[config.mk]
export PLATFORM = sky130hd
export DESIGN_NAME = dcache_bus_port
export DESIGN_NICKNAME = d
export VERILOG_FILES = /design/src/hw/dcache_pkg.sv /design/src/hw/dcache_bus_port.sv
export SDC_FILE = /design/constraint.sdc
export NUM_CORES = 1
export LEC_CHECK = 0
export ABC_AREA = 1
export BUFFER_PORTS_ARGS = -buffer_cell sky130_fd_sc_hd__buf_2
export CELL_PAD_IN_SITES_DETAIL_PLACEMENT = 1
export CELL_PAD_IN_SITES_GLOBAL_PLACEMENT = 1
export CORE_UTILIZATION = 43
export DETAILED_ROUTE_END_ITERATION = 16
export PLACE_DENSITY = 0.85
export SYNTH_ARGS = -nofsm -noshare
export SYNTH_HDL_FRONTEND = slang
export SYNTH_SLANG_ARGS = --single-unit
[constraint.sdc]
create_clock -name clk -period 2.7 [get_ports clk]
set_clock_uncertainty 0.2 [all_clocks]
set_input_delay 0.27 -clock clk [delete_from_list [all_inputs] [get_ports clk]]
set_output_delay 0.27 -clock clk [all_outputs]
set_load 0.02 [all_outputs]
[src/hw/dcache_pkg.sv]
package dcache_pkg;

    localparam int DEF_INDEX_BITS  = 6;
    localparam int DEF_OFFSET_BITS = 6; // 64-byte lines, 16 words

    typedef logic [31:0] addr_t;
    typedef logic [31:0] word_t;
    typedef logic [3:0]  wmask_t;

    typedef enum logic {
        OP_READ,
        OP_WRITE
    } cpu_op_e;

    typedef enum logic [2:0] {
        IDLE,
        LOOKUP,
        WRITEBACK,
        REFILL,
        RESPOND
    } ctrl_state_e;

    typedef struct packed {
        cpu_op_e op;
        addr_t   addr;
        wmask_t  wmask;
        word_t   wdata;
    } cpu_req_t;

    typedef struct packed {
        word_t rdata;
        logic  hit;
    } cpu_rsp_t;

    typedef struct packed {
        addr_t      addr; // line aligned
        logic [7:0] len;  // beats minus one
    } mem_ar_t;

    typedef struct packed {
        addr_t      addr;
        logic [7:0] len;
    } mem_aw_t;

    typedef struct packed {
        word_t data;
        logic  last;
    } mem_r_t;

    typedef struct packed {
        word_t data;
        logic  last;
    } mem_w_t;

endpackage

[src/hw/dcache_bus_port.sv]
`timescale 1ns/1ps

module dcache_bus_port #(
    parameter int OFFSET_BITS = dcache_pkg::DEF_OFFSET_BITS
) (
    input  logic                    clk,
    input  logic                    rst,
    input  logic                    start_wb,
    input  logic                    start_refill,
    input  dcache_pkg::addr_t       line_addr,
    input  dcache_pkg::addr_t       victim_line_addr,
    output logic [OFFSET_BITS-3:0]  rd_word,
    input  dcache_pkg::word_t       wb_data_in,
    output logic                    ar_valid,
    output dcache_pkg::mem_ar_t     ar,
    input  logic                    ar_ready,
    input  logic                    r_valid,
    input  dcache_pkg::mem_r_t      r,
    output logic                    aw_valid,
    output dcache_pkg::mem_aw_t     aw,
    input  logic                    aw_ready,
    output logic                    w_valid,
    output dcache_pkg::mem_w_t      w,
    input  logic                    w_ready,
    input  logic                    b_valid,
    output logic                    refill_beat_valid,
    output logic [OFFSET_BITS-3:0]  refill_word,
    output dcache_pkg::word_t       refill_data,
    output logic                    wb_done,
    output logic                    refill_done
);

    localparam int WORD_BITS = OFFSET_BITS - 2;
    localparam int NWORDS    = 1 << WORD_BITS;

    logic                 wb_act, rf_act;
    logic                 rd_vld;   // wb_data_in holds word fill_cnt
    logic [WORD_BITS:0]   rd_cnt, fill_cnt, w_cnt;
    logic [WORD_BITS-1:0] rf_cnt;
    dcache_pkg::word_t    line_buf [NWORDS];

    assign rd_word = rd_cnt[WORD_BITS-1:0];

    always_ff @(posedge clk) begin
        if (rst) begin
            wb_act   <= 1'b0;
            rf_act   <= 1'b0;
            rd_vld   <= 1'b0;
            ar_valid <= 1'b0;
            aw_valid <= 1'b0;
            rd_cnt   <= '0;
            fill_cnt <= '0;
            w_cnt    <= '0;
            rf_cnt   <= '0;
        end else begin
            rd_vld <= wb_act && !rd_cnt[WORD_BITS];
            if (start_wb) begin
                wb_act   <= 1'b1;
                aw_valid <= 1'b1;
                rd_cnt   <= '0;
                fill_cnt <= '0;
                w_cnt    <= '0;
            end else if (wb_act) begin
                if (!rd_cnt[WORD_BITS])
                    rd_cnt <= rd_cnt + 1'b1;
                if (rd_vld)
                    fill_cnt <= fill_cnt + 1'b1;
                if (w_valid && w_ready)
                    w_cnt <= w_cnt + 1'b1;
                if (aw_valid && aw_ready)
                    aw_valid <= 1'b0;
                if (b_valid)
                    wb_act <= 1'b0;
            end
            if (start_refill) begin
                rf_act   <= 1'b1;
                ar_valid <= 1'b1;
                rf_cnt   <= '0;
            end else if (rf_act) begin
                if (ar_valid && ar_ready)
                    ar_valid <= 1'b0;
                if (r_valid) begin
                    rf_cnt <= rf_cnt + 1'b1;
                    if (r.last)
                        rf_act <= 1'b0;
                end
            end
        end
    end

    always_ff @(posedge clk) begin
        if (start_wb)
            aw <= '{addr: {victim_line_addr[31:OFFSET_BITS], {OFFSET_BITS{1'b0}}},
                    len: 8'(NWORDS - 1)};
        if (start_refill)
            ar <= '{addr: {line_addr[31:OFFSET_BITS], {OFFSET_BITS{1'b0}}},
                    len: 8'(NWORDS - 1)};
        if (rd_vld)
            line_buf[fill_cnt[WORD_BITS-1:0]] <= wb_data_in;
    end

    // a beat goes out once its word sits in the buffer
    assign w_valid = wb_act && (w_cnt < fill_cnt);
    assign w       = '{data: line_buf[w_cnt[WORD_BITS-1:0]], last: &w_cnt[WORD_BITS-1:0]};
    assign wb_done = wb_act && b_valid;

    assign refill_beat_valid = rf_act && r_valid;
    assign refill_word       = rf_cnt;
    assign refill_data       = r.data;
    assign refill_done       = rf_act && r_valid && r.last;

endmodule

==> flow_summary.json, run 1 <==
{
  "status": "complete, but fails checks",
  "violations": "setup timing",
  "totalWireLength_um": 78700,
  "grt_max_degree": 82,
  "hold_viol": 0,
  "dieArea_um2": 57600,
  "drt_iter0_markers": 1820,
  "critPathRequiredTime_ps": 2230,
  "p_comb_share_pct": 3.5,
  "p_int_uw": 15200,
  "fp.dieH_um": 240,
  "critPathBufInv": 3,
  "cp_slowest_cell": "dfxtp_4",
  "postLayoutCellArea_um2": 29700,
  "setup_ws_ps": -134,
  "core_um2": 55500,
  "final_core_util_pct": 53.6,
  "pwr-share-clk_pct": 44.1,
  "antenna_found_initial": 3,
  "dp_slack_ps": 470,
  "fp.dieW_um": 240,
  "overflow": 0,
  "area_delta_synth_final_pct": 22.2,
  "place_hpwl_um": 36300,
  "firstDrtPassIters": 5,
  "synthFlopType": "edfxtp_1",
  "pin_count": 297,
  "track_usage_pct": 24.3,
  "p_per_area_nw_per_um2": 653,
  "start_util_pct": 43.8,
  "post-route-period-util_pct": 105,
  "setup_viol": 12,
  "avgSynthCellArea_um2": 12.7,
  "drive_gt1_share_pct": 18.7,
  "row_count": 86,
  "routabilityCongestion": 0.822,
  "grt_first_pass_wirelength_um": 104000,
  "p_seq_share_pct": 52.4,
  "synth_async_sr_flop_share_pct": 0,
  "drtAntennaViolNets": 0,
  "syn_area_um2": 24300,
  "hold_path_class": "primary input to flop",
  "cts.sinks": 592,
  "ir_drop_mv": 0.473,
  "h-tree-depth": 2,
  "cp-start-kind": "flop",
  "grt_pass1_vias": 17628,
  "routed_via_density": 5.67,
  "clk_latency_ps": 640,
  "cts_tree": "yes",
  "placed_cell_area_um2": 25800,
  "synth_edf_count": 564,
  "fmax_mhz": 353,
  "cp_top_family": "buffers and inverters",
  "drcViolationCount": 0,
  "vias": 16993,
  "relSlewSlack_pct": 52.0,
  "power.static_leakage_uw": 0.0107,
  "drv_slew": 0,
  "numCtsBuffers": 60,
  "tightest_slew_ps": 720,
  "routedWlPerCell_um": 26.3,
  "rsz0062_at_grt": "yes",
  "ys_ff_latch": 592,
  "worstSetupPathType": "flop to output pin",
  "switching_share_pct": 21.6,
  "worstSetupEndpointType": "output pin",
  "syn_inst": 1923,
  "fin_setup_tns_ps": -708,
  "crit_arrival_ps": 2360,
  "fin_crit_ps": 2830,
  "io_buffers": 192,
  "path_max_fanout": 17,
  "fillers": 5595,
  "clock_path_buffers": 3,
  "critPathMaxStageDelay_ps": 390,
  "yosysWarnings": 0,
  "cap_violations": 0,
  "path_clk_slew_ps": 60,
  "cp_cell_sequence": "buf_12, clkbuf_16, o21ai_0, nand3_1, nand3_2, nand2_4, buf_6",
  "cts_root_buf": "clkbuf_16",
  "synth.distinct_cells": 32,
  "fin_nets": 2346,
  "seq_area_frac_synth_pct": 71.9,
  "switchingPower_uw": 4200
}
## flip-flops by register name, summed over array words and instances (netlist names), named ones only
register     flops
ar_valid         1
refill_word      4
aw_valid         1
rf_act           1
rd_cnt           5
fill_cnt         5
w_cnt            5
rd_vld           1
line_buf       512
aw              26
wb_act           1
ar              26
## per-stage QoR
step | power [uW] | instances | hold slack, ps
floorplan | 10700 | 1949 | 139
global placement | 10900 | 2754 | 247
detailed placement | 10900 | 2754 | 248
CTS | 19300 | 2965 | 112
global route | 19800 | 2995 | 126
finish | 19400 | 2995 | 137
## power groups by stage
stage	registers (uW)	clock network, uW	logic, uW
after detailed placement	10400	0	527
after CTS	10200	8490	645
after global placement	10400	0	496
after floorplan	10500	0	231
final	10200	8560	679
after global routing	10200	8880	717
## cells in the mapped netlist, drive strengths merged, types with 2 or more instances
cell	instances	share of area, %
nand2	196	3.0
edfxtp	564	70
clkbuf	32	0.71
a21oi	148	3.1
inv	283	4.4
conb	2	0.031
ha	11	0.57
buf	139	4.5
dfxtp	28	2.3
o211ai	128	3.9
nor2	39	0.61
xnor2	2	0.072
nand3	203	4.2
o21ai	133	2.7
nor3	8	0.16
## final cells by class
cell class | instances | area, um2 | share of cell area (%)
diodes | 1 | 2.50 | 0.00842
clock buffers | 76 | 1620 | 5.46
clock inverters | 35 | 364 | 1.22
inverters | 283 | 1060 | 3.57
multi-input cells | 903 | 4930 | 16.6
flip-flops and latches | 592 | 17500 | 58.9
well taps | 748 | 936 | 3.15
repair buffers | 357 | 3310 | 11.1
## placed cells by master, fill, tap and decap left out, types with 8 or more instances in the layout
cell,netlist,final
buf_2,23,169
nor2_4,0,17
nor3_1,8,8
clkbuf_1,18,11
a21oi_1,147,123
nand2_1,196,186
conb_1,2,28
clkinv_1,0,13
buf_16,0,12
edfxtp_1,564,564
o21ai_1,44,56
a21oi_2,1,24
ha_1,11,11
o211ai_1,128,128
inv_1,282,282
nand3_2,0,9
o21ai_0,89,76
dlygate4sd3_1,0,93
buf_12,0,20
dfxtp_1,28,24
buf_6,32,12
nor2_1,38,22
clkbuf_16,0,76
buf_4,73,32
nand3_1,203,194
## kinds of logic after synthesis
kind of cell               share of synthesized area (%)
DFF                                                 71.9
buffers and inverters                               9.54
and+or+nand+nor                                     8.11
AOI/OAI and AO/OA                                   9.77
adders and majority gates                          0.565
xor gates and xnor gates                           0.108
other                                             0.0309
## per-layer routing
layer | GRT usage [%] | up-vias | routed length (um)
met5 | 0 | - | 29
met4 | 9.81 | 4 | 3400
met3 | 4.82 | 227 | 6360
met2 | 43.4 | 975 | 40500
met1 | 28.6 | 8519 | 28400
li1 | - | 7268 | -
## timing repair
action / 4_1_cts / 5_1_grt
hold endpoints to repair: 627 / 0
gates resized for setup: 32 / 80
setup buffers: 3 / 7
endpoints found under the setup margin: 27 / 32
pin swaps: 3 / 24
gates cloned: 4 / 22
hold buffers: 93 / 0
## worst paths after layout
kind / from / end / slack, ps / cells past startpoint
setup / recovery: flop / w[8] / -130 / 7
hold / removal: line_addr[10] / ar[18]$_DFFE_PP_ / 140 / 2
setup reg to reg: fill_cnt[0]$_SDFFE_PP0P_ / line_buf[7][25]$_DFFE_PP_ / 550 / 4
hold reg to reg: w_cnt[4]$_SDFFE_PP0P_ / w_cnt[4]$_SDFFE_PP0P_ / 300 / 2
Power figures use the tool's default switching activity.
==> run 2: changes to the inputs <==
--- a/config.mk
+++ b/config.mk
@@ -9,6 +9,7 @@
 export BUFFER_PORTS_ARGS = -buffer_cell sky130_fd_sc_hd__buf_2
 export CELL_PAD_IN_SITES_DETAIL_PLACEMENT = 1
 export CELL_PAD_IN_SITES_GLOBAL_PLACEMENT = 1
+export CORE_MARGIN = 2
 export CORE_UTILIZATION = 43
 export DETAILED_ROUTE_END_ITERATION = 16
 export PLACE_DENSITY = 0.85
==> flow_summary.json, run 2 (same netlist as run 1, synthesis figures left out) <==
{
  "cap_violations": 0,
  "vias": 17880,
  "hold_viol": 0,
  "drv_slew": 0,
  "fin_setup_tns_ps": -1600,
  "reg2reg_depth": 4,
  "power.static_leakage_uw": 0.0108,
  "hold_path_class": "primary input to flop",
  "place_hpwl_um": 35700,
  "drt_iter0_markers": 2080,
  "grt_first_pass_wirelength_um": 113000,
  "track_usage_pct": 25.4,
  "fillers": 5652,
  "antenna_found_initial": 2,
  "hold_path_depth": 1,
  "critPathRequiredTime_ps": 2230,
  "drcViolationCount": 0,
  "dieArea_um2": 58500,
  "grt_pass1_vias": 18479,
  "drtAntennaViolNets": 0,
  "firstDrtPassIters": 5,
  "core_um2": 56200,
  "tightest_slew_ps": 758,
  "ir_drop_mv": 0.519,
  "setup_viol": 21,
  "pin_count": 297,
  "clock_path_buffers": 3,
  "fmax_mhz": 341,
  "path_max_fanout": 20,
  "drive_gt1_share_pct": 20.6,
  "worstSetupEndpointType": "output pin",
  "fin_crit_ps": 2930,
  "final_cell_mix": "564 x edfxtp_1, 282 x inv_1, 187 x nand3_1, 177 x nand2_1, 166 x buf_2",
  "largest_reg_flops": 512,
  "start_util_pct": 43.3,
  "setup_ws_ps": -230,
  "area_delta_synth_final_pct": 23.3,
  "power.total_uw": 19400,
  "cts_tree": "yes",
  "grt_max_degree": 106,
  "dp_slack_ps": 466,
  "cts_root_buf": "clkbuf_16",
  "mostFrequentLayoutCell": "edfxtp_1",
  "h-tree-depth": 2,
  "fp.dieW_um": 242,
  "cts.sinks": 592,
  "clk_latency_ps": 610,
  "fin_nets": 2348,
  "routed_via_density": 5.95,
  "relSlewSlack_pct": 49.5,
  "overflow": 0,
  "io_buffers": 192,
  "crit_arrival_ps": 2460,
  "p_per_area_nw_per_um2": 646,
  "status": "complete, but fails checks",
  "totalWireLength_um": 86500,
  "row_count": 87,
  "violations": "setup timing",
  "routabilityCongestion": 0.794,
  "routedWlPerCell_um": 28.8,
  "numCtsBuffers": 57,
  "fp.dieH_um": 242,
  "path_clk_slew_ps": 70,
  "rsz0062_at_grt": "yes",
  "worstSetupPathType": "flop to output pin",
  "cp-start-kind": "flop",
  "post-route-period-util_pct": 109
}
==> run 2: worst max-delay path: stages, from the launching register on <==
cell	delay, ps
dfxtp_4	380
buf_12	150
clkbuf_16	180
buf_16	180
a21oi_1	290
o21ai_1	150
nand3_1	120
nand3_2	130
nand2_2	110
buf_4	150
==> run 2: routing by layer <==
metal	global-route usage [%]	share of wire [%]	vias up
met4	11.7	6.1	2
met2	44.1	49	1377
li1	-	-	7267
met1	30.2	35	8871
met5	0	0.013	-
met3	5.52	10	363
==> run 2: repair_timing <==
| action | CTS | global route |
|---|---|---|
| pin swaps | 16 | 75 |
| buffers inserted | 12 | 9 |
| cloned | 9 | 16 |
| resized for setup | 63 | 154 |
| hold buffers | 92 | 0 |
| hold endpoints to repair | 587 | 0 |
| endpoints found under the setup margin | 31 | 33 |
==> run 2: final cells by class <==
cell class              count  area, um2  share of cell area [%]
clock inverters            34        407                    1.36
clock buffers              72       1500                    5.01
inverters                 283       1060                    3.54
well taps                 756        946                    3.15
diodes                      1       2.50                 0.00834
flip-flops and latches    592      17500                    58.3
repair buffers            362       3460                    11.5
multi-input cells         903       5120                    17.1
==> run 2: power by group <==
part / internal [uW] / switching (uW)
registers: 10100 / 39.7
logic: 239 / 457
clock network: 4810 / 3700
total: 15200 / 4190
==> run 2: final timing paths <==
kind / endpoint / slack, ps / from
worst min-delay path: ar[15]$_DFFE_PP_ / 40 / start_refill
worst min register to register: ar_valid$_SDFFE_PP0P_ / 290 / ar_valid$_SDFFE_PP0P_
worst max-delay path: w[4] / -230 / flop
worst max register to register: line_buf[11][24]$_DFFE_PP_ / 590 / fill_cnt[0]$_SDFFE_PP0P_
==> run 2: through the flow <==
step	cells	hold WS (ps)	util (%)	instance area, um2
2_1_floorplan	1949	139	-	24400
3_3_place_gp	2764	247	46.0	25800
3_5_place_dp	2764	248	46.0	25800
4_1_cts	2983	19.3	52.0	29200
5_1_grt	3003	43.5	53.4	30000
6_report	3003	35.8	53.4	30000
