**src/hw/dcache_pkg.sv**
```systemverilog
package dcache_pkg;

    localparam int DEF_INDEX_BITS  = 6;
    localparam int DEF_OFFSET_BITS = 6; // 64-byte lines, 16 words

    typedef logic [31:0] addr_t;
    typedef logic [31:0] word_t;
    typedef logic [3:0]  wmask_t;

    typedef enum logic {
        OP_READ,
        OP_WRITE
    } cpu_op_e;

    typedef enum logic [2:0] {
        IDLE,
        LOOKUP,
        WRITEBACK,
        REFILL,
        RESPOND
    } ctrl_state_e;

    typedef struct packed {
        cpu_op_e op;
        addr_t   addr;
        wmask_t  wmask;
        word_t   wdata;
    } cpu_req_t;

    typedef struct packed {
        word_t rdata;
        logic  hit;
    } cpu_rsp_t;

    typedef struct packed {
        addr_t      addr; // line aligned
        logic [7:0] len;  // beats minus one
    } mem_ar_t;

    typedef struct packed {
        addr_t      addr;
        logic [7:0] len;
    } mem_aw_t;

    typedef struct packed {
        word_t data;
        logic  last;
    } mem_r_t;

    typedef struct packed {
        word_t data;
        logic  last;
    } mem_w_t;

endpackage

```
**src/hw/dcache_ctrl.sv**
```systemverilog
`timescale 1ns/1ps

module dcache_ctrl (
    input  logic                 clk,
    input  logic                 rst,
    input  logic                 req_valid,
    input  dcache_pkg::cpu_req_t req,
    output logic                 req_ready,
    output logic                 rsp_valid,
    output dcache_pkg::cpu_rsp_t rsp,
    output dcache_pkg::cpu_req_t cur_req,
    input  dcache_pkg::word_t    rdata,
    input  logic                 hit,
    input  logic                 hit_way,
    input  logic                 victim_way,
    input  logic                 victim_dirty,
    output logic                 lookup_en,
    output logic                 tag_fill,
    output logic                 mark_access,
    output logic                 store_en,
    output logic                 wr_way,
    output logic                 rd_way,
    output logic                 rd_sel_wb,
    output logic                 start_wb,
    output logic                 start_refill,
    input  logic                 wb_done,
    input  logic                 refill_done
);

    dcache_pkg::ctrl_state_e state, state_nx;
    dcache_pkg::cpu_req_t    req_q;
    logic                    missed; // first lookup of this request missed

    assign req_ready = state == dcache_pkg::IDLE;
    assign rsp_valid = state == dcache_pkg::RESPOND;
    assign rsp       = '{rdata: rdata, hit: !missed};

    // arrays see the incoming request while idle so the read starts on acceptance
    assign cur_req = (state == dcache_pkg::IDLE) ? req : req_q;

    assign lookup_en   = (state == dcache_pkg::IDLE && req_valid) ||
                         state == dcache_pkg::LOOKUP;
    assign mark_access = state == dcache_pkg::LOOKUP && hit;
    assign store_en    = mark_access && req_q.op == dcache_pkg::OP_WRITE;
    assign tag_fill    = state == dcache_pkg::REFILL && refill_done;

    assign start_wb     = state == dcache_pkg::LOOKUP && !hit && victim_dirty;
    assign start_refill = (state == dcache_pkg::LOOKUP && !hit && !victim_dirty) ||
                          (state == dcache_pkg::WRITEBACK && wb_done);

    assign rd_sel_wb = state == dcache_pkg::WRITEBACK;
    assign rd_way    = rd_sel_wb ? victim_way : hit_way;
    assign wr_way    = (state == dcache_pkg::REFILL) ? victim_way : hit_way; // refill select

    always_comb begin
        state_nx = state;
        case (state)
            dcache_pkg::IDLE: begin
                if (req_valid)
                    state_nx = dcache_pkg::LOOKUP;
            end
            dcache_pkg::LOOKUP: begin
                if (hit)
                    state_nx = dcache_pkg::RESPOND;
                else if (victim_dirty)
                    state_nx = dcache_pkg::WRITEBACK;
                else
                    state_nx = dcache_pkg::REFILL;
            end
            dcache_pkg::WRITEBACK: begin
                if (wb_done)
                    state_nx = dcache_pkg::REFILL;
            end
            dcache_pkg::REFILL: begin
                if (refill_done)
                    state_nx = dcache_pkg::LOOKUP; // lookup again, hits now
            end
            dcache_pkg::RESPOND: state_nx = dcache_pkg::IDLE;
            default: state_nx = dcache_pkg::IDLE;
        endcase
    end

    always_ff @(posedge clk) begin
        if (rst) begin
            state  <= dcache_pkg::IDLE;
            missed <= 1'b0;
        end else begin
            state <= state_nx;
            if (req_valid && req_ready)
                missed <= 1'b0;
            else if (state == dcache_pkg::LOOKUP && !hit)
                missed <= 1'b1;
        end
    end

    always_ff @(posedge clk) begin
        if (req_valid && req_ready)
            req_q <= req;
    end

endmodule

```
**config.mk**
```make
export PLATFORM = sky130hd
export DESIGN_NAME = dcache_ctrl
export DESIGN_NICKNAME = d
export VERILOG_FILES = /design/src/hw/dcache_pkg.sv /design/src/hw/dcache_ctrl.sv
export SDC_FILE = /design/constraint.sdc
export NUM_CORES = 1
export LEC_CHECK = 0
export BUFFER_PORTS_ARGS = -buffer_cell sky130_fd_sc_hd__buf_4
export CAP_MARGIN = 25
export CORE_ASPECT_RATIO = 0.8
export CORE_MARGIN = 1.5
export CORE_UTILIZATION = 43
export CTS_BUF_LIST = sky130_fd_sc_hd__clkbuf_16
export CTS_CLUSTER_DIAMETER = 150
export DETAILED_ROUTE_END_ITERATION = 10
export GPL_ROUTABILITY_DRIVEN = 0
export PLACE_DENSITY = 0.81
export SLEW_MARGIN = 20
export SYNTH_ARGS = -nofsm -noshare
export SYNTH_HDL_FRONTEND = slang
export SYNTH_SLANG_ARGS = --single-unit
export TNS_END_PERCENT = 30
```
**constraint.sdc**
```tcl
create_clock -name clk -period 4.33 [get_ports clk]
set_input_delay 0.2165 -clock clk [delete_from_list [all_inputs] [get_ports clk]]
set_output_delay 0.2165 -clock clk [all_outputs]
set_load 0.1 [all_outputs]
```
==> metrics, run 1 <==
status=finished, final reports clean; Setup TNS=0 ns; largest net degree at the start of global routing=72; CTS hold repair buffers=0; number of cell rows=29; All-Layer GR Usage=between 10% and 20%; port bufs=~160; Peak supply drop=~340 uV; Power Density=598.6 mW/mm^2; I/O pins=~220; drt first pass iters=4; Antenna diodes=0; first-pass GRT wire length=10670 um; DR vias=2139; actual slew at the worst max-slew pin=0.8974 ns; Fin Clk Skew=a little under 0.007 ns; Post-DP HPWL=about 4600 um; CTS tree=built; commonest non-fill, non-tap cells in the layout=buf_4, edfxtp_1, mux2_2; post-synthesis cell type count=22; final setup margin=1.750 ns; fillers=between 500 and 600; RSZ-0062 raised after global routing=false; Mapped Cells=about 210; die area=about 0.0086 mm^2; # DRC=0; Wirelength per Cell=roughly 15 um; Clock Root Buffer=clkbuf_16; Layout Cells excl Fill=between 400 and 500; Seq/Total Area, Yosys=about 62%; Yosys Warn Count=0; Syn Nets=321; P_leak=a little under 2 nW; dpl ws=around 2.1 ns; post-route cell area=slightly below 0.005 mm^2; post_cts resized=0; total gr overflow=0; crit path from=state[2]$_SDFFE_PP0P_; CTS max path bufs=2; post-route minimum period=approximately 2.6 ns; r2r setup slk=between 2 and 2.5 ns; Max Fanout on Critical Path=slightly above 70; Post-CTS Setup Bufs=0; cells on worst reg2reg path=3; DR vias/cell=roughly 4.7; mean cell area of the mapped netlist=roughly 16 um^2; Yosys reg bits=73; core area=0.007874 mm^2; CP endpoint=cur_req[53]; clock slew at reported path FFs=roughly 0.06 ns; final worst path period share=approximately three fifths; final setup vio count=0; number of global-route vias before repair=about 2100; initial core utilization=between 40 and 50%; Sink Count=73; Die Height=83.43 um; fin. max-slew vios=0; Post-Syn Area=between 0.003 and 0.004 mm^2; worst r2r src=state[2]$_SDFFE_PP0P_; dpl cell area=roughly 0.0045 mm^2; final hold vios=0; Clock Latency Late Sink=around 0.32 ns; Slew Limit Headroom=between 40 and 50%; WP data arrival=between 2 and 2.5 ns; Inst Count DP=438; NumNets Final=451; # H-tree levels=3; f_max=about 390 MHz; Final Routed Wirelength=around 6600 um; critical path endpoint category=primary output; initial antenna violation count=0; DRT iter0 DRCs=94; commonest non-fill, non-tap cell in the layout=buf_4; Worst Path Required=between 4 and 5 ns; Tightest Hold Check Type=in -> reg; Critical Path Source Type=register; worst reg2reg endpoint=req_q[23]$_DFFE_PP_; TritonCTS buffer count=9; Layout area overhead=38.14%; die width=a little over 100 um; DRT antenna net count=0; share of post-route cells with drive strength above 1=roughly 70%; Util after Layout=about three fifths; power consumption=2.875 mW; Hold WS=around 0.07 ns; Worst Path Class, Setup=reg -> out; Max Cap Viol=0
## critical path: stages (launching register included)
cell and delay (ns):
dfxtp_1 0.40, nor3_4 0.23, buf_4 0.72, mux2_2 0.43, buf_4 0.23
## final cells by class
type | count | area (um^2) | share of cell area (%)
Sequential cell | 73 | 2152 | 44.80
Timing Repair Buffer | 160 | 1201 | 25.01
Multi-Input combinational cell | 94 | 987.2 | 20.55
Clock buffer | 9 | 225.2 | 4.689
Tap cell | 108 | 135.1 | 2.813
Clock inverter | 7 | 91.34 | 1.902
Inverter | 3 | 11.26 | 0.2344
## routing by layer
metal  global-route usage (%)  share of wire, %  vias to the layer above
met2                    23.03                44                      109
met4                    5.934               1.0                        0
met1                    21.22                47                     1000
met3                    6.044               7.9                       12
met5                        0                 0                        -
li1                         -                 -                     1018
## cell families after synthesis
logic type | Yosys count | share of synthesized area [%]
buffers and inverters | 44 | 9.932
AOI/OAI and AO/OA | 5 | 1.439
DFF | 73 | 61.89
muxes | 72 | 23.32
and+or+nand+nor | 17 | 3.419
## cells in the mapped netlist, drive strengths merged
| cell | instances | area (um^2) |
|---|---|---|
| nor4bb | 1 | 10.01 |
| a221oi | 1 | 15.01 |
| o21a | 1 | 7.510 |
| nand2b | 1 | 6.260 |
| inv | 3 | 11.26 |
| or4b | 1 | 13.76 |
| edfxtp | 69 | 2072 |
| nor2 | 5 | 18.77 |
| o221a | 1 | 11.26 |
| nand3b | 1 | 7.510 |
| dfxtp | 4 | 80.08 |
| nor3b | 3 | 22.52 |
| o2bb2ai | 1 | 8.760 |
| mux2 | 72 | 810.8 |
| nor2b | 1 | 6.260 |
| buf | 41 | 334.1 |
| and2 | 2 | 12.51 |
| a21boi | 1 | 7.510 |
| nor3 | 2 | 21.27 |
## power breakdown
part	leakage (nW)	switching, mW	internal (mW)
logic	1.13	0.941	0.290
clock network	0.161	0.273	0.504
registers	0.689	0.0204	0.847
## worst min path at each step
stage,startpoint,end,cells after the start
2_1_floorplan,rst,missed$_SDFFE_PP0P_,1
3_3_place_gp,req[63],req_q[63]$_DFFE_PP_,1
3_5_place_dp,rst,missed$_SDFFE_PP0P_,2
4_1_cts,rst,missed$_SDFFE_PP0P_,2
5_1_grt,req[59],req_q[59]$_DFFE_PP_,1
6_report,rst,missed$_SDFFE_PP0P_,2
## flip-flops by register name, indices dropped and copies added, names as in the netlist
name    cells
req_q      69
missed      1
state       3
(Power assumes the default switching activity.)
==> run 2, diff against run 1 <==
- CORE_UTILIZATION: 43 -> 38
- PLACE_DENSITY: 0.81 -> 0.76
- clock period: 4.33 -> 2.2 ns (I/O delays scaled with it)
==> metrics, run 2 (synthesis results as in run 1) <==
status=finished, final reports clean; clock network power share=24.3% (-2.7 points); Slew Limit Headroom=69.05% (+29 points); Layout area overhead=61.89%; sw frac=43.37% (+0.44 points); TritonCTS buffer count=9 (unchanged); drt first pass iters=4 (unchanged); cells on worst reg2reg path=3 (unchanged); Util after Layout=62.83% (+1.8 points); post-route cell area=0.005629 mm^2 (+17%); Wirelength per Cell=16.08 um (+10%); Die Height=88.56 um (+6.1%); biggest regs=req_q: 69 flops, state: 3 flops, missed: 1 flops; Worst Hold Path Cells=3 (+1); All-Layer GR Usage=16.63% (+0.92 points); final setup vio count=0 (unchanged); fillers=656 (+12%); Comb power frac=45.9% (+3.1 points); Post-DP HPWL=5127 um (+11%); crit-path most repeated cell=buf_12; first-pass GRT wire length=12090 um (+13%); internal power=3.243 mW (+98%); Clock Latency Late Sink=0.32 ns (about the same); Max Fanout on Critical Path=36 (-49%); DRT antenna net count=0 (unchanged); final setup margin=0.09122 ns (-1.659 ns); fin. max-slew vios=0 (unchanged); NumNets Final=526 (+17%); # DRC=0 (unchanged); CTS max path bufs=2 (unchanged); port bufs=158 (unchanged); DR vias=2497 (+17%); share of post-route cells with drive strength above 1=60.24% (-11 points); count of buffer and inverter cells on the critical path=3 (+1); die width=109.9 um (+6.2%); commonest non-fill, non-tap cell in the layout=buf_4; critical path endpoint category=primary output; family with the most delay on the worst path=buffers and inverters; CTS tree=built; Top reg by flops=req_q; Peak supply drop=572.7 uV (+67%); # H-tree levels=3 (unchanged); die area=0.009737 mm^2 (+13%); f_max=roughly 470 MHz; P_sw=2.484 mW (+100%); Reg power frac=29.8% (-0.4 points); max reg flops=69 (unchanged); DRT iter0 DRCs=83 (-12%); WP data arrival=2.00 ns (-0.36 ns); DR vias/cell=4.667 (-0.94%); Power Density=1017 mW/mm^2 (+70%); post-route minimum period=~2.1 ns; actual slew at the worst max-slew pin=0.4637 ns (-0.4337 ns); Critical Path Source Type=register; Tightest Hold Check Type=in -> reg; final hold vios=0 (unchanged); Worst Path Class, Setup=reg -> out; core area=0.008960 mm^2 (+14%); total gr overflow=0 (unchanged); P_leak=2.314 nW (+17%); commonest non-fill, non-tap cells in the layout=buf_4, dlygate4sd3_1, edfxtp_1; Max Cap Viol=0 (unchanged); Sink Count=73 (unchanged); Fin Clk Skew=0.005893 ns (-0.0009603 ns); dpl cell area=0.004577 mm^2 (+2.0%); cell count along the critical path=5 (+1); initial antenna violation count=0 (unchanged); Worst Path Required=2.09 ns (-2.02 ns); Final Routed Wirelength=8604 um (+30%); largest net degree at the start of global routing=73 (+1.4%); CP max stage delay=0.44 ns (-0.28 ns); final worst path period share=a little over nine tenths; power consumption=5.727 mW (+99%); clock slew at reported path FFs=0.06 ns (about the same); I/O pins=223 (unchanged); Critical Path, Cell by Cell=nor3_4 -> buf_12 -> buf_12 -> mux2_2 -> buf_4; Clock Root Buffer=clkbuf_16; dpl ws=0.3378 ns (-1.733 ns); number of cell rows=31 (+6.9%); number of global-route vias before repair=2479 (+17%); initial core utilization=38.81% (-5.4 points); Slowest cell on crit path=dfxtp_1; Antenna diodes=0 (unchanged)
[run 2: power by group through the flow]
stage                     registers, mW  clock network [mW]  logic, mW
after floorplan                    1.71                   0       2.28
after global placement             1.73                   0       2.46
after CTS                          1.71                1.44       2.58
after detailed placement           1.73                   0       2.47
after global routing               1.72                1.49       2.71
final                              1.71                1.39       2.63
[run 2: final cells by class]
| cell class | count | area [um^2] | share of cell area, % |
|---|---|---|---|
| Inverter | 3 | 11.26 | 0.2000 |
| Sequential cell | 73 | 2152 | 38.23 |
| Tap cell | 115 | 143.9 | 2.556 |
| Clock buffer | 9 | 225.2 | 4.001 |
| Clock inverter | 6 | 60.06 | 1.067 |
| Multi-Input combinational cell | 94 | 1023 | 18.18 |
| Timing Repair Buffer | 235 | 2013 | 35.76 |
[run 2: repair_timing]
item / CTS / global route
hold buffers: 71 / 0
endpoints found under the setup margin: 0 / 69
buffers inserted: 0 / 1
resized for setup: 0 / 4
endpoints found under the hold margin: 71 / 0
[run 2: layer usage]
metal	track usage [%]	vias to the layer above	part of all wire (%)
li1	-	1174	-
met1	20.04	1177	41
met3	6.259	16	7.9
met2	26.93	130	49
met4	7.084	0	1.4
met5	0	-	0
[run 2: path summary, 6_finish.rpt]
| kind | startpoint | endpoint | slack [ns] |
|---|---|---|---|
| max reg2reg | state[0]$_SDFFE_PP0P_ | missed$_SDFFE_PP0P_ | 0.20 |
| min reg2reg | state[0]$_SDFFE_PP0P_ | state[0]$_SDFFE_PP0P_ | 0.79 |
| min | hit | state[1]$_SDFFE_PP0P_ | 0.14 |
| max | state[1]$_SDFFE_PP0P_ | cur_req[64] | 0.09 |
[run 2: through the flow]
stage | cells | hold slack (ns) | TNS, ns
2_1_floorplan | 211 | 0.1762 | -1.148
3_3_place_gp | 446 | 0.2207 | 0
3_5_place_dp | 446 | 0.2207 | 0
4_1_cts | 532 | 0.1333 | 0
5_1_grt | 535 | 0.1577 | -0.04822
6_report | 535 | 0.1438 | 0
[run 2: worst min-delay path, cell delays in order]
cell	delay, ns
buf_4	0.10
nor3b_1	0.04
o21a_1	0.17
==> run 3, diff against run 2 <==
- RECOVER_POWER: not set -> 100
==> metrics, run 3 (synthesis results as in run 1) <==
status=finished, final reports clean; Hold Path Sink=state[1]$_SDFFE_PP0P_; internal power=3.191 mW (-1.6%); CTS tree=built; die width=109.9 um (unchanged); P_sw=2.468 mW (-0.63%); Clock Latency Late Sink=0.32 ns (about the same); count of buffer and inverter cells on the critical path=3 (unchanged); total gr overflow=0 (unchanged); Tightest Hold Check Type=in -> reg; die area=0.009737 mm^2 (unchanged); Final Routed Wirelength=8405 um (-2.3%); P_leak=2.223 nW (-3.9%); port bufs=158 (unchanged); Peak supply drop=567.5 uV (-0.92%); final worst path period share=95.18% (-0.68 points); DRT antenna net count=0 (unchanged); number of global-route vias before repair=2479 (unchanged); number of cell rows=31 (unchanged); f_max=477.6 MHz (+0.71%); CP max stage delay=0.42 ns (-0.02 ns); drt first pass iters=3 (-1); DR vias=2489 (-0.32%); # DRC=0 (unchanged); NumNets Final=526 (unchanged); Die Height=88.56 um (unchanged); Sink Count=73 (unchanged); biggest regs=req_q: 69 flops, state: 3 flops, missed: 1 flops; final setup vio count=0 (unchanged); initial antenna violation count=0 (unchanged); met3 wire length=660 um (-3.5%); I/O pins=223 (unchanged); worst reg2reg endpoint=req_q[13]$_DFFE_PP_; post-route cell area=0.005503 mm^2 (-2.2%); final hold vios=0 (unchanged); # H-tree levels=3 (unchanged); Worst Path Class, Setup=reg -> out; top layer in use=met4; Hold Startpoint=hit; Layout area overhead=58.26%; Critical Path Source Type=register; RSZ-0062 raised after global routing=false; Max Fanout on Critical Path=18 (-50%); core area=0.008960 mm^2 (unchanged); dpl ws=0.3378 ns (unchanged); fin. max-slew vios=0 (unchanged); power consumption=5.659 mW (-1.2%); max reg flops=69 (unchanged); Wirelength per Cell=15.71 um (-2.3%); dpl cell area=0.004577 mm^2 (unchanged); actual slew at the worst max-slew pin=1.158 ns (+0.6941 ns); Worst Hold Path Cells=3 (unchanged); CTS max path bufs=2 (unchanged); Setup TNS=0 ns (unchanged); Post-DP HPWL=5127 um (unchanged); largest net degree at the start of global routing=73 (unchanged); commonest non-fill, non-tap cell in the layout=clkbuf_4; TritonCTS buffer count=9 (unchanged); Max Cap Viol=0 (unchanged); Worst Path Required=2.09 ns (about the same); post-route minimum period=2.094 ns (-0.01490 ns); Power Density=1028 mW/mm^2 (+1.1%); r2r setup slk=0.16 ns (-0.04 ns); DR vias/cell=4.652 (-0.32%); WL met2=4137 um (-2.4%); family with the most delay on the worst path=buffers and inverters; Slew Limit Headroom=23.15% (-46 points); Clock Root Buffer=clkbuf_16; first-pass GRT wire length=12090 um (unchanged); All-Layer GR Usage=16.63% (unchanged); worst r2r src=state[1]$_SDFFE_PP0P_; Slowest cell on crit path=dfxtp_1; sw frac=43.61% (+0.24 points); Fin Clk Skew=0.004923 ns (-0.0009708 ns); WP data arrival=1.98 ns (-0.02 ns); critical path endpoint category=primary output; final setup margin=0.1061 ns (+0.01490 ns); Reg power frac=30.2% (+0.4 points); initial core utilization=38.81% (unchanged); cells on worst reg2reg path=5 (+2); Comb power frac=45.3% (-0.6 points); commonest non-fill, non-tap cells in the layout=clkbuf_4, dlygate4sd3_1, edfxtp_1; clock slew at reported path FFs=0.06 ns (about the same); share of post-route cells with drive strength above 1=55.95% (-4.3 points); clock network power share=24.5% (+0.2 points); detailed-routing wirelength on met1=3469 um (-2.5%); Top reg by flops=req_q; Critical Path, Cell by Cell=nor3_4 -> buf_12 -> buf_6 -> mux2_2 -> clkbuf_4; Antenna diodes=0 (unchanged); DRT iter0 DRCs=88 (+6.0%)
[run 3: cell count changes in the layout (fill, tap and decap cells not counted), moves of 2 or more]
cell,previous run,this run
clkbuf_2,0,6
clkbuf_4,0,95
and2_0,0,2
clkbuf_1,0,14
buf_12,4,2
buf_4,158,45
[run 3: final cells by class]
class / instances / area, um^2
well taps: 115 / 143.9
flip-flops and latches: 73 / 2152
clock buffers: 9 / 225.2
clock inverters: 6 / 60.06
multi-input cells: 94 / 989.7
fillers: 689 / 3457
repair buffers: 235 / 1921
inverters: 3 / 11.26
[run 3: timing repair]
| item | in CTS | in global routing |
|---|---|---|
| resized for setup | 0 | 4 |
| endpoints found under the hold margin | 71 | 0 |
| setup endpoints to repair | 0 | 69 |
| buffers inserted | 0 | 1 |
| hold buffers | 71 | 0 |
[run 3: worst max-delay path by stage]
stage	start	to	depth (start not counted)
floorplan	state[0]$_SDFFE_PP0P_	lookup_en	3
global placement	state[0]$_SDFFE_PP0P_	req_q[13]$_DFFE_PP_	4
detailed placement	state[0]$_SDFFE_PP0P_	req_q[13]$_DFFE_PP_	4
CTS	state[0]$_SDFFE_PP0P_	cur_req[58]	4
global route	state[1]$_SDFFE_PP0P_	cur_req[35]	5
finish	state[1]$_SDFFE_PP0P_	cur_req[35]	5
[run 3: power groups by stage]
stage               Clock [mW]  Sequential (mW)  Combinational [mW]
finish                    1.39             1.71                2.56
detailed placement           0             1.73                2.47
CTS                       1.44             1.71                2.58
global placement             0             1.73                2.46
floorplan                    0             1.71                2.28
global route              1.49             1.72                2.65
[run 3: metal layers]
layer  vias to the layer above  GRT usage [%]
met4                         0          7.084
li1                       1177              -
met1                      1168          20.04
met5                         -              0
met2                       126          26.93
met3                        18          6.259
[run 3: worst reg2reg max path: cells and delay by family, from the launching register on]
kind | cells | cell delay [ns]
buf+inv | 3 | 0.78
simple gates | 2 | 0.45
flops | 1 | 0.42
[run 3: per-stage QoR]
stage	hold slack [ns]	cells	utilization, %
3_3_place_gp	0.2207	446	51.08
4_1_cts	0.1333	532	62.20
2_1_floorplan	0.1762	211	-
6_report	0.1409	535	61.42
5_1_grt	0.1519	535	61.42
3_5_place_dp	0.2207	446	51.08
